--- src/source/core_defs.svh ---
`ifndef CORE_DEFS_SVH
`define CORE_DEFS_SVH

// datapath word width
`define DATA_W 16

// register file geometry
`define REG_COUNT 8
`define REG_IDX_W 3

// program counter
`define PC_RESET 16'h0000
`define PC_STEP 16'd2

`endif

--- src/source/core_pkg.sv ---
`include "core_defs.svh"

package core_pkg;

    // two-register-plus-destination format
    typedef struct packed {
        logic [4:0]            opCode;
        logic [`REG_IDX_W-1:0] rs;
        logic [`REG_IDX_W-1:0] rt;
        logic [`REG_IDX_W-1:0] rd;
        logic [1:0]            funct;
    } rFmtView;

    // short immediate format
    typedef struct packed {
        logic [4:0]            opCode;
        logic [`REG_IDX_W-1:0] rs;
        logic [`REG_IDX_W-1:0] rd;
        logic [4:0]            imm5;
    } iFmtView;

    // long immediate format, rs is also the destination
    typedef struct packed {
        logic [4:0]            opCode;
        logic [`REG_IDX_W-1:0] rs;
        logic [7:0]            imm8;
    } lFmtView;

    typedef union packed {
        rFmtView rFmt;
        iFmtView iFmt;
        lFmtView lFmt;
    } instrWord;

    typedef enum logic [1:0] {IDLE, OPERAND, EXECUTE} seqState;

endpackage

--- src/source/aluUnit.sv ---
`timescale 1ns/1ns
`include "core_defs.svh"

module aluUnit (
    input  core_pkg::instrWord  instr,
    input  logic [`DATA_W-1:0]  rsVal,
    input  logic [`DATA_W-1:0]  rtVal,
    input  logic [`DATA_W-1:0]  pc,
    output logic [`DATA_W-1:0]  res
);
    localparam int CntW = $clog2(`DATA_W);

    logic [4:0]           opCode;
    logic [1:0]           funct;
    logic [4:0]           imm5;
    logic [7:0]           imm8;
    logic                 isXor;
    logic                 isAndn;
    logic                 isShift;
    logic                 isFlag;
    logic                 isLbi;
    logic                 isSlbi;
    logic                 isPc;
    logic                 invS;
    logic                 invT;
    logic                 selImm5;
    logic                 signImm;
    logic [`DATA_W-1:0]   immExt;
    logic [`DATA_W-1:0]   opA;
    logic [`DATA_W-1:0]   opB;
    logic                 carryIn;
    logic [`DATA_W:0]     sumFull;
    logic [`DATA_W-1:0]   sum;
    logic                 carryOut;
    logic [`DATA_W-1:0]   revRs;
    logic [1:0]           shType;
    logic [CntW-1:0]      shCnt;
    logic [2*`DATA_W-1:0] dblLeft;
    logic [2*`DATA_W-1:0] dblRight;
    logic [`DATA_W-1:0]   shRes;
    logic                 zero;
    logic                 lt;
    logic                 flagBit;

    assign opCode = instr.rFmt.opCode;
    assign funct  = instr.rFmt.funct;
    assign imm5   = instr.iFmt.imm5;
    assign imm8   = instr.lFmt.imm8;

    // op select
    assign isXor   = (opCode == 5'b01011) || (opCode == 5'b11011 && funct == 2'b10);
    assign isAndn  = (opCode == 5'b01010) || (opCode == 5'b11011 && funct == 2'b11);
    assign isShift = (opCode[4:2] == 3'b101) || (opCode == 5'b11001) || (opCode == 5'b11010);
    assign isFlag  = (opCode[4:2] == 3'b111);
    assign isLbi   = (opCode == 5'b11000);
    assign isSlbi  = (opCode == 5'b10010);
    assign isPc    = (opCode[4:3] == 2'b00);

    // operand shaping, subtract is ~x + y + 1
    assign invS    = (opCode == 5'b01000) || (opCode == 5'b11011 && funct == 2'b01);
    assign invT    = isFlag && (opCode != 5'b11111);
    assign selImm5 = (opCode[4:2] == 3'b010) || (opCode[4:2] == 3'b101)
                     || (opCode[4:2] == 3'b100);
    assign signImm = !opCode[1] || (opCode == 5'b10011);
    assign immExt  = signImm ? {{(`DATA_W-5){imm5[4]}}, imm5} : {{(`DATA_W-5){1'b0}}, imm5};

    assign opA     = invS ? ~rsVal : rsVal;
    assign opB     = selImm5 ? immExt : (invT ? ~rtVal : rtVal);
    assign carryIn = invS | invT;

    assign sumFull  = {1'b0, opA} + {1'b0, opB} + {{`DATA_W{1'b0}}, carryIn};
    assign sum      = sumFull[`DATA_W-1:0];
    assign carryOut = sumFull[`DATA_W];

    for (genvar i = 0; i < `DATA_W; i++) begin : gRev
        assign revRs[i] = rsVal[`DATA_W-1-i];
    end

    // R-format takes the kind from funct, immediate form from opcode
    assign shType   = opCode[3] ? funct : opCode[1:0];
    assign shCnt    = opB[CntW-1:0];
    assign dblLeft  = {rsVal, rsVal} << shCnt;
    assign dblRight = {rsVal, rsVal} >> shCnt;

    always_comb begin
        if (opCode == 5'b11001) begin
            shRes = revRs;
        end else begin
            case (shType)
                2'b00:   shRes = dblLeft[2*`DATA_W-1:`DATA_W];
                2'b01:   shRes = rsVal << shCnt;
                2'b10:   shRes = dblRight[`DATA_W-1:0];
                default: shRes = rsVal >> shCnt;
            endcase
        end
    end

    // compares use Rs - Rt, sign taken without overflow fixup
    assign zero = (sum == '0);
    assign lt   = sum[`DATA_W-1];

    always_comb begin
        case (opCode[1:0])
            2'b00:   flagBit = zero;
            2'b01:   flagBit = lt;
            2'b10:   flagBit = lt | zero;
            default: flagBit = carryOut;
        endcase
    end

    always_comb begin
        if (isPc) begin
            res = pc;
        end else if (isXor) begin
            res = opA ^ opB;
        end else if (isAndn) begin
            res = opA & ~opB;
        end else if (isShift) begin
            res = shRes;
        end else if (isFlag) begin
            res = {{(`DATA_W-1){1'b0}}, flagBit};
        end else if (isLbi) begin
            res = {{(`DATA_W-8){imm8[7]}}, imm8};
        end else if (isSlbi) begin
            res = {rsVal[7:0], imm8};
        end else begin
            res = sum;
        end
    end

endmodule

--- src/source/regFile.sv ---
`timescale 1ns/1ns
`include "core_defs.svh"

module regFile (
    input  logic                  clk,
    input  logic                  arstN,
    input  logic [`REG_IDX_W-1:0] rdIdxA,
    input  logic [`REG_IDX_W-1:0] rdIdxB,
    output logic [`DATA_W-1:0]    rdDataA,
    output logic [`DATA_W-1:0]    rdDataB,
    input  logic                  wrEn,
    input  logic [`REG_IDX_W-1:0] wrIdx,
    input  logic [`DATA_W-1:0]    wrData
);
    logic [`DATA_W-1:0] regs [`REG_COUNT];

    always_ff @(posedge clk or negedge arstN) begin
        if (!arstN) begin
            for (int i = 0; i < `REG_COUNT; i++) begin
                regs[i] <= '0;
            end
        end else if (wrEn) begin
            regs[wrIdx] <= wrData;
        end
    end

    // no bypass, reads and writes never share a cycle
    assign rdDataA = regs[rdIdxA];
    assign rdDataB = regs[rdIdxB];

    // sequencer must stay quiet while reset is held
    wrEnInReset: assert property (@(posedge clk) !arstN |-> !wrEn)
        else $error("regFile write enable high during reset");

endmodule

--- src/source/pcCounter.sv ---
`timescale 1ns/1ns
`include "core_defs.svh"

module pcCounter (
    input  logic               clk,
    input  logic               arstN,
    input  logic               advance,
    output logic [`DATA_W-1:0] pc
);

    // wraps modulo 2^DATA_W
    always_ff @(posedge clk or negedge arstN) begin
        if (!arstN) begin
            pc <= `PC_RESET;
        end else if (advance) begin
            pc <= pc + `PC_STEP;
        end
    end

endmodule

--- src/source/execSequencer.sv ---
`timescale 1ns/1ns
`include "core_defs.svh"

module execSequencer (
    input  logic                  clk,
    input  logic                  arstN,
    input  logic                  instrValid,
    input  logic [`DATA_W-1:0]    instr,
    output logic                  busy,
    output logic                  accept,
    output core_pkg::instrWord    aluInstr,
    output logic [`REG_IDX_W-1:0] rdIdxA,
    output logic [`REG_IDX_W-1:0] rdIdxB,
    input  logic [`DATA_W-1:0]    rdDataA,
    input  logic [`DATA_W-1:0]    rdDataB,
    output logic [`DATA_W-1:0]    rsVal,
    output logic [`DATA_W-1:0]    rtVal,
    input  logic [`DATA_W-1:0]    aluRes,
    output logic                  wrEn,
    output logic [`REG_IDX_W-1:0] wrIdx,
    output logic [`DATA_W-1:0]    wrData,
    output logic [`DATA_W-1:0]    result,
    output logic                  resultValid
);
    core_pkg::seqState     state;
    core_pkg::instrWord    instrReg;
    logic                  writes;
    logic [`REG_IDX_W-1:0] dest;

    assign accept = instrValid && (state == core_pkg::IDLE);

    always_ff @(posedge clk or negedge arstN) begin
        if (!arstN) begin
            state       <= core_pkg::IDLE;
            busy        <= 1'b0;
            result      <= '0;
            resultValid <= 1'b0;
        end else begin
            resultValid <= 1'b0;
            case (state)
                core_pkg::IDLE: begin
                    if (instrValid) begin
                        state <= core_pkg::OPERAND;
                        busy  <= 1'b1;
                    end
                end
                core_pkg::OPERAND: begin
                    state <= core_pkg::EXECUTE;
                end
                core_pkg::EXECUTE: begin
                    state       <= core_pkg::IDLE;
                    busy        <= 1'b0;
                    result      <= aluRes;
                    resultValid <= 1'b1;
                end
                default: begin
                    state <= core_pkg::IDLE;
                    busy  <= 1'b0;
                end
            endcase
        end
    end

    // instruction and operands
    always_ff @(posedge clk) begin
        if (accept) begin
            instrReg <= instr;
        end
        if (state == core_pkg::OPERAND) begin
            rsVal <= rdDataA;
            rtVal <= rdDataB;
        end
    end

    // destination field sits in a different place per format
    always_comb begin
        writes = 1'b0;
        dest   = instrReg.rFmt.rd;
        casez (instrReg.rFmt.opCode)
            5'b11011, 5'b11010, 5'b111??: begin
                writes = 1'b1;
                dest   = instrReg.rFmt.rd;
            end
            5'b010??, 5'b101??, 5'b11001: begin
                writes = 1'b1;
                dest   = instrReg.iFmt.rd;
            end
            5'b11000, 5'b10010: begin
                writes = 1'b1;
                dest   = instrReg.lFmt.rs;
            end
            default: begin
                writes = 1'b0;
            end
        endcase
    end

    assign rdIdxA   = instrReg.rFmt.rs;
    assign rdIdxB   = instrReg.rFmt.rt;
    assign aluInstr = instrReg;
    assign wrEn     = writes && (state == core_pkg::EXECUTE);
    assign wrIdx    = dest;
    assign wrData   = aluRes;

    resultPulse: assert property (@(posedge clk) disable iff (!arstN)
        resultValid |=> !resultValid)
        else $error("resultValid held longer than one cycle");

    acceptToResult: assert property (@(posedge clk) disable iff (!arstN)
        accept |-> ##3 resultValid)
        else $error("result did not follow acceptance by two edges");

    busyNotIdle: assert property (@(posedge clk) disable iff (!arstN)
        busy |-> (state != core_pkg::IDLE))
        else $error("busy high while sequencer idle");

    // the two edges after an acceptance belong to that instruction
    noAcceptBusy: assert property (@(posedge clk) disable iff (!arstN)
        accept |=> !accept ##1 !accept)
        else $error("instruction accepted while busy");

endmodule

--- src/source/execCore.sv ---
`timescale 1ns/1ns
`include "core_defs.svh"

module execCore (
    input  logic               clk,
    input  logic               arstN,
    input  logic               instrValid,
    input  logic [`DATA_W-1:0] instr,
    output logic               busy,
    output logic               resultValid,
    output logic [`DATA_W-1:0] result,
    output logic [`DATA_W-1:0] pc
);
    logic                  accept;
    core_pkg::instrWord    aluInstr;
    logic [`REG_IDX_W-1:0] rdIdxA;
    logic [`REG_IDX_W-1:0] rdIdxB;
    logic [`DATA_W-1:0]    rdDataA;
    logic [`DATA_W-1:0]    rdDataB;
    logic [`DATA_W-1:0]    rsVal;
    logic [`DATA_W-1:0]    rtVal;
    logic [`DATA_W-1:0]    aluRes;
    logic                  wrEn;
    logic [`REG_IDX_W-1:0] wrIdx;
    logic [`DATA_W-1:0]    wrData;

    execSequencer seq (
        .clk         (clk),
        .arstN       (arstN),
        .instrValid  (instrValid),
        .instr       (instr),
        .busy        (busy),
        .accept      (accept),
        .aluInstr    (aluInstr),
        .rdIdxA      (rdIdxA),
        .rdIdxB      (rdIdxB),
        .rdDataA     (rdDataA),
        .rdDataB     (rdDataB),
        .rsVal       (rsVal),
        .rtVal       (rtVal),
        .aluRes      (aluRes),
        .wrEn        (wrEn),
        .wrIdx       (wrIdx),
        .wrData      (wrData),
        .result      (result),
        .resultValid (resultValid)
    );

    pcCounter pcCnt (
        .clk     (clk),
        .arstN   (arstN),
        .advance (accept),
        .pc      (pc)
    );

    regFile regs (
        .clk     (clk),
        .arstN   (arstN),
        .rdIdxA  (rdIdxA),
        .rdIdxB  (rdIdxB),
        .rdDataA (rdDataA),
        .rdDataB (rdDataB),
        .wrEn    (wrEn),
        .wrIdx   (wrIdx),
        .wrData  (wrData)
    );

    // pc is already advanced when the ALU sees it
    aluUnit alu (
        .instr (aluInstr),
        .rsVal (rsVal),
        .rtVal (rtVal),
        .pc    (pc),
        .res   (aluRes)
    );

endmodule

--- config.mk ---
export PLATFORM = sky130hd
export DESIGN_NAME = execCore
export DESIGN_NICKNAME = d
export VERILOG_FILES = /design/src/source/core_pkg.sv /design/src/source/aluUnit.sv /design/src/source/regFile.sv /design/src/source/pcCounter.sv /design/src/source/execSequencer.sv /design/src/source/execCore.sv
export VERILOG_INCLUDE_DIRS = /design/src /design/src/source
export SDC_FILE = /design/constraint.sdc
export NUM_CORES = 1
export LEC_CHECK = 0
export BUFFER_PORTS_ARGS = -buffer_cell sky130_fd_sc_hd__buf_2
export CAP_MARGIN = 10
export CELL_PAD_IN_SITES_DETAIL_PLACEMENT = 1
export CELL_PAD_IN_SITES_GLOBAL_PLACEMENT = 1
export CORE_MARGIN = 5
export CORE_UTILIZATION = 54
export CTS_BUF_LIST = sky130_fd_sc_hd__clkbuf_16
export DETAILED_ROUTE_END_ITERATION = 7
export PLACE_DENSITY = 0.82
export SETUP_SLACK_MARGIN = 0.3
export SKIP_LAST_GASP = 1
export SLEW_MARGIN = 10
export SYNTH_ARGS = -nofsm -noshare
export SYNTH_HDL_FRONTEND = slang
export SYNTH_SLANG_ARGS = --single-unit
--- constraint.sdc ---
create_clock -name clk -period 8 [get_ports clk]
set_input_delay 1.6 -clock clk [delete_from_list [all_inputs] [get_ports clk]]
set_output_delay 1.6 -clock clk [all_outputs]
set_load 0.01 [all_outputs]
==> Flow_metrics.wiki <==
{| class="wikitable"
! Metric !! Value
|-
| Worst reg-to-reg setup slack || 2.03 ns
|-
| Post-synthesis share of cell area spent on full adders, half adders and majority gates || 0.0306
|-
| Setup TNS after final layout || 0 ns
|-
| Starting utilization of the core area || 0.549
|-
| Proportion of synthesized area in mux cells || 0.210
|-
| Number of remaining DRC errors || 0
|-
| Launch point of the worst hold path || seq.busy
|-
| Final hold violation count || 0
|-
| Count of cells along the worst hold path || 1
|-
| Number of antenna violations at the first check in global routing || 0
|-
| Via count of the first global-routing pass || 14100
|-
| TritonCTS clock tree || done
|-
| Routed wire length || 60.3 mm
|-
| Average wire per cell in the routed design || 32.9 um
|-
| Pwr/cell area || 333 nW/um2
|-
| Proportion of synthesized flip-flops having asynchronous set or reset || 0.773
|-
| Worst setup path class || flip-flop to flip-flop
|-
| Final clock period utilization by the worst path || 0.746
|-
| Cells taking the most area after synthesis || sky130_fd_sc_hd__dfrtp_1, sky130_fd_sc_hd__mux4_2, sky130_fd_sc_hd__edfxtp_1
|-
| Top achievable clock speed || 168 MHz
|-
| Shortest period the worst path allows || 5.97 ns
|-
| Count of H-tree levels built during CTS || 1
|-
| Reg clk slew, reported paths || 0.06 ns
|-
| Average vias per placed instance || 7.34
|-
| Arrival @ worst endpoint || 6.45 ns
|-
| Capturing point of the worst reg2reg path || regs.regs[32]
|-
| Routability Congestion || 1.05
|-
| Core occupancy in the finished layout || 0.595
|-
| Post-cts sizing count || 0
|-
| Final setup fails || 0
|-
| First-pass DRT Iterations || 6
|-
| Total die area || 30800 um2
|-
| Via Count || 13400
|-
| Worst reg2reg startpoint || seq.aluInstr[14]
|-
| Core Rows || 60
|-
| Cell accounting for the most synthesized area || sky130_fd_sc_hd__dfrtp_1
|-
| Die X-Extent || 175 um
|-
| Critical path fanouts, max || 21
|-
| Fraction of post-synthesis cell area in the top cell type by area || 0.276
|-
| Global-route wire length before repair || 90.8 mm
|-
| Die boundary height || 175 um
|-
| Core outline area || 27000 um2
|-
| Worst Max-Slew Pin Slew || 1.18 ns
|-
| Total grt overflow || 0
|-
| Count of boundary I/O pins || 53
|-
| Max-slew headroom || 0.212
|-
| Number of setup buffers added after CTS || 0
|-
| Num CTS Buffers || 24
|-
| Final-stage net count || 1525
|-
| Share of the yosys chip area belonging to registers || 0.373
|-
| Count of flip-flops with a built-in enable after synthesis || 48
|-
| Overall Global Routing Usage || 0.389
|-
| Reg2reg path depth || 15
|-
| Xor/xnor share of the synthesized area || 0.0296
|-
| Pin count of the biggest net entering global routing || 76
|-
| Ratio of cells with drive above 1 in the final layout || 0.226
|-
| Area overhead of the layout relative to synthesis || 8.40%
|-
| Run status || completed
|-
| Peak supply drop || 0.245 mV
|-
| Number of pins exceeding their max-slew limit in the final report || 0
|-
| Worst Path Required || 8.49 ns
|-
| Combinational family with the most area after synthesis || multiplexers
|-
| Distinct cells, synth || 95
|-
| PnR Total Power || 5.33 mW
|-
| Compound-Gate Fraction of Synth Area || 0.180
|-
| Number of sinks on the clock net || 211
|-
| Clock Tree Buf Depth || 3
|-
| Diode insertion count for antenna repair || 0
|-
| Synthesized Nets || 1526
|-
| Critical path capture point type || flip-flop
|-
| Setup repair after global routing missed its margin || no
|-
| Summed instance area of the synthesized netlist || 14800 um2
|-
| Number of storage elements in the synthesis netlist || 211
|-
| LEAKAGE || 6.81 nW
|-
| Post-detailed-placement half-perimeter wirelength || 40.7 mm
|-
| Number of nets with antenna violations after routing || 0
|-
| Latest clock arrival within the worst-skew pair || 0.55 ns
|-
| # hold bufs at CTS || 0
|-
| Synthesized instance count || 1472
|-
| Number of buffer cells added on primary ports || 51
|-
| First DRT Iteration DRCs || 1621
|-
| Worst hold endpoint || seq.busy
|-
| Critical Path Start Type || flip-flop
|-
| Fraction of the mapped netlist area in simple logic gates || 0.131
|-
| Mean instance size in the synthesized netlist || 10.0 um2
|-
| Worst hold path type || flip-flop to flip-flop
|-
| Root buf cell || sky130_fd_sc_hd__clkbuf_16
|-
| Total of warnings raised by yosys || 0
|-
| Final Skew || 0.0218 ns
|-
| Post-synth top flop || sky130_fd_sc_hd__dfrtp_1
|-
| Count of maximum capacitance violations || 0
|}
## per-layer routing
layer  wire, um  GRT usage  up-vias
li1           -          -     5525
met5          0          0        -
met1      23300      0.505     6802
met3       5410     0.0814      268
met4       4360      0.215        0
met2      27200      0.613      834
## cell usage after synthesis (all sizes together) (7+ instances only)
master,count
o22ai,15
nand4,10
and3,13
a22oi,9
mux4,65
nand2b,11
a211oi,12
a31oi,13
edfxtp,48
o31ai,13
inv,41
clkbuf,65
nor2b,7
mux2i,31
nor3,32
xor2,32
xnor2,18
a21boi,7
dfrtp,163
ha,33
o21ai,91
mux2,117
nor2,108
a21o,11
a221oi,8
nand3,58
a21oi,118
nor3b,8
buf,46
nand2,131
a2111oi,8
o211ai,22
## per-stage QoR
step | setup WS [ns] | hold WS, ns | instances | cell area, um2
floorplan | 2.81 | 0.450 | 1472 | 14800
global placement | 2.52 | 0.462 | 1786 | 15300
detailed placement | 2.27 | 0.474 | 1786 | 15300
CTS | 2.23 | 0.489 | 1830 | 16000
global route | 1.81 | 0.519 | 1830 | 16000
finish | 2.03 | 0.492 | 1830 | 16000
## cell families (layout without fill, tap and decap cells)
family	Yosys count	count (layout)
and+or+nand+nor	410	410
AOI/OAI and AO/OA	399	399
muxes	213	213
DFF	211	211
buffers and inverters	153	170
xor gates and xnor gates	50	50
adders and majority gates	35	35
other	1	1
## flip-flops by register name (all words and copies together), names as in the netlist
signal,flops
regs.regs,128
seq.aluInstr,16
seq.result,16
seq.rsVal,16
seq.rtVal,16
pcCnt.pc,15
seq.state,2
seq.busy,1
seq.resultValid,1
## cells in the final DEF, fill, tap and decap left out, types with 13 or more instances in the layout
master	instances
sky130_fd_sc_hd__ha_1	33
sky130_fd_sc_hd__nand3_1	58
sky130_fd_sc_hd__buf_4	33
sky130_fd_sc_hd__nor2_1	106
sky130_fd_sc_hd__nand2_1	131
sky130_fd_sc_hd__a21oi_1	117
sky130_fd_sc_hd__a31oi_1	13
sky130_fd_sc_hd__clkbuf_16	24
sky130_fd_sc_hd__mux2_2	116
sky130_fd_sc_hd__nor3_1	28
sky130_fd_sc_hd__buf_2	50
sky130_fd_sc_hd__xor2_1	32
sky130_fd_sc_hd__mux2i_1	28
sky130_fd_sc_hd__edfxtp_1	48
sky130_fd_sc_hd__o22ai_1	15
sky130_fd_sc_hd__dfrtp_1	163
sky130_fd_sc_hd__and3_1	13
sky130_fd_sc_hd__o211ai_1	22
sky130_fd_sc_hd__xnor2_1	18
sky130_fd_sc_hd__inv_1	42
sky130_fd_sc_hd__mux4_2	65
sky130_fd_sc_hd__o21ai_0	84
sky130_fd_sc_hd__o31ai_1	13
## worst max-delay path, cell delays in order, from the launching register on
cell	delay [ns]
sky130_fd_sc_hd__edfxtp_1	0.80
sky130_fd_sc_hd__nor2b_1	0.17
sky130_fd_sc_hd__nor2_1	0.93
sky130_fd_sc_hd__o21ai_0	0.28
sky130_fd_sc_hd__nand2_1	0.13
sky130_fd_sc_hd__buf_4	0.29
sky130_fd_sc_hd__ha_1	0.35
sky130_fd_sc_hd__and2_1	0.23
sky130_fd_sc_hd__a221oi_1	0.46
sky130_fd_sc_hd__a21oi_1	0.22
sky130_fd_sc_hd__o211ai_1	0.25
sky130_fd_sc_hd__nor3b_1	0.41
sky130_fd_sc_hd__o2111a_1	0.23
sky130_fd_sc_hd__a311oi_1	0.10
sky130_fd_sc_hd__o21ai_1	0.73
sky130_fd_sc_hd__mux2_2	0.32
## worst max-delay path by stage
stage	start	to	slack [ns]	depth (start not counted)
6_report	seq.aluInstr[14]	regs.regs[32]	2.03	15
4_1_cts	seq.aluInstr[14]	regs.regs[76]	2.23	17
5_1_grt	seq.aluInstr[14]	regs.regs[76]	1.81	17
2_1_floorplan	seq.aluInstr[15]	regs.regs[12]	2.81	21
3_3_place_gp	seq.aluInstr[14]	regs.regs[76]	2.52	17
3_5_place_dp	seq.aluInstr[14]	regs.regs[76]	2.27	17
## layout make-up
type                    instances  area [um2]
fillers                      2910       10900
multi-input cells            1108        8640
flip-flops and latches        211        5520
clock buffers                  24         601
repair buffers                 84         509
well taps                     341         427
clock inverters                20         171
inverters                      42         160
## power breakdown
part / switching [mW] / total, mW / leakage, nW / internal (mW)
combinational: 1.32 / 2.27 / 3.84 / 0.955
clock: 0.483 / 1.10 / 0.391 / 0.616
sequential: 0.450 / 1.96 / 2.58 / 1.51
total: 2.25 / 5.33 / 6.81 / 3.08
(Power assumes the default switching activity.)
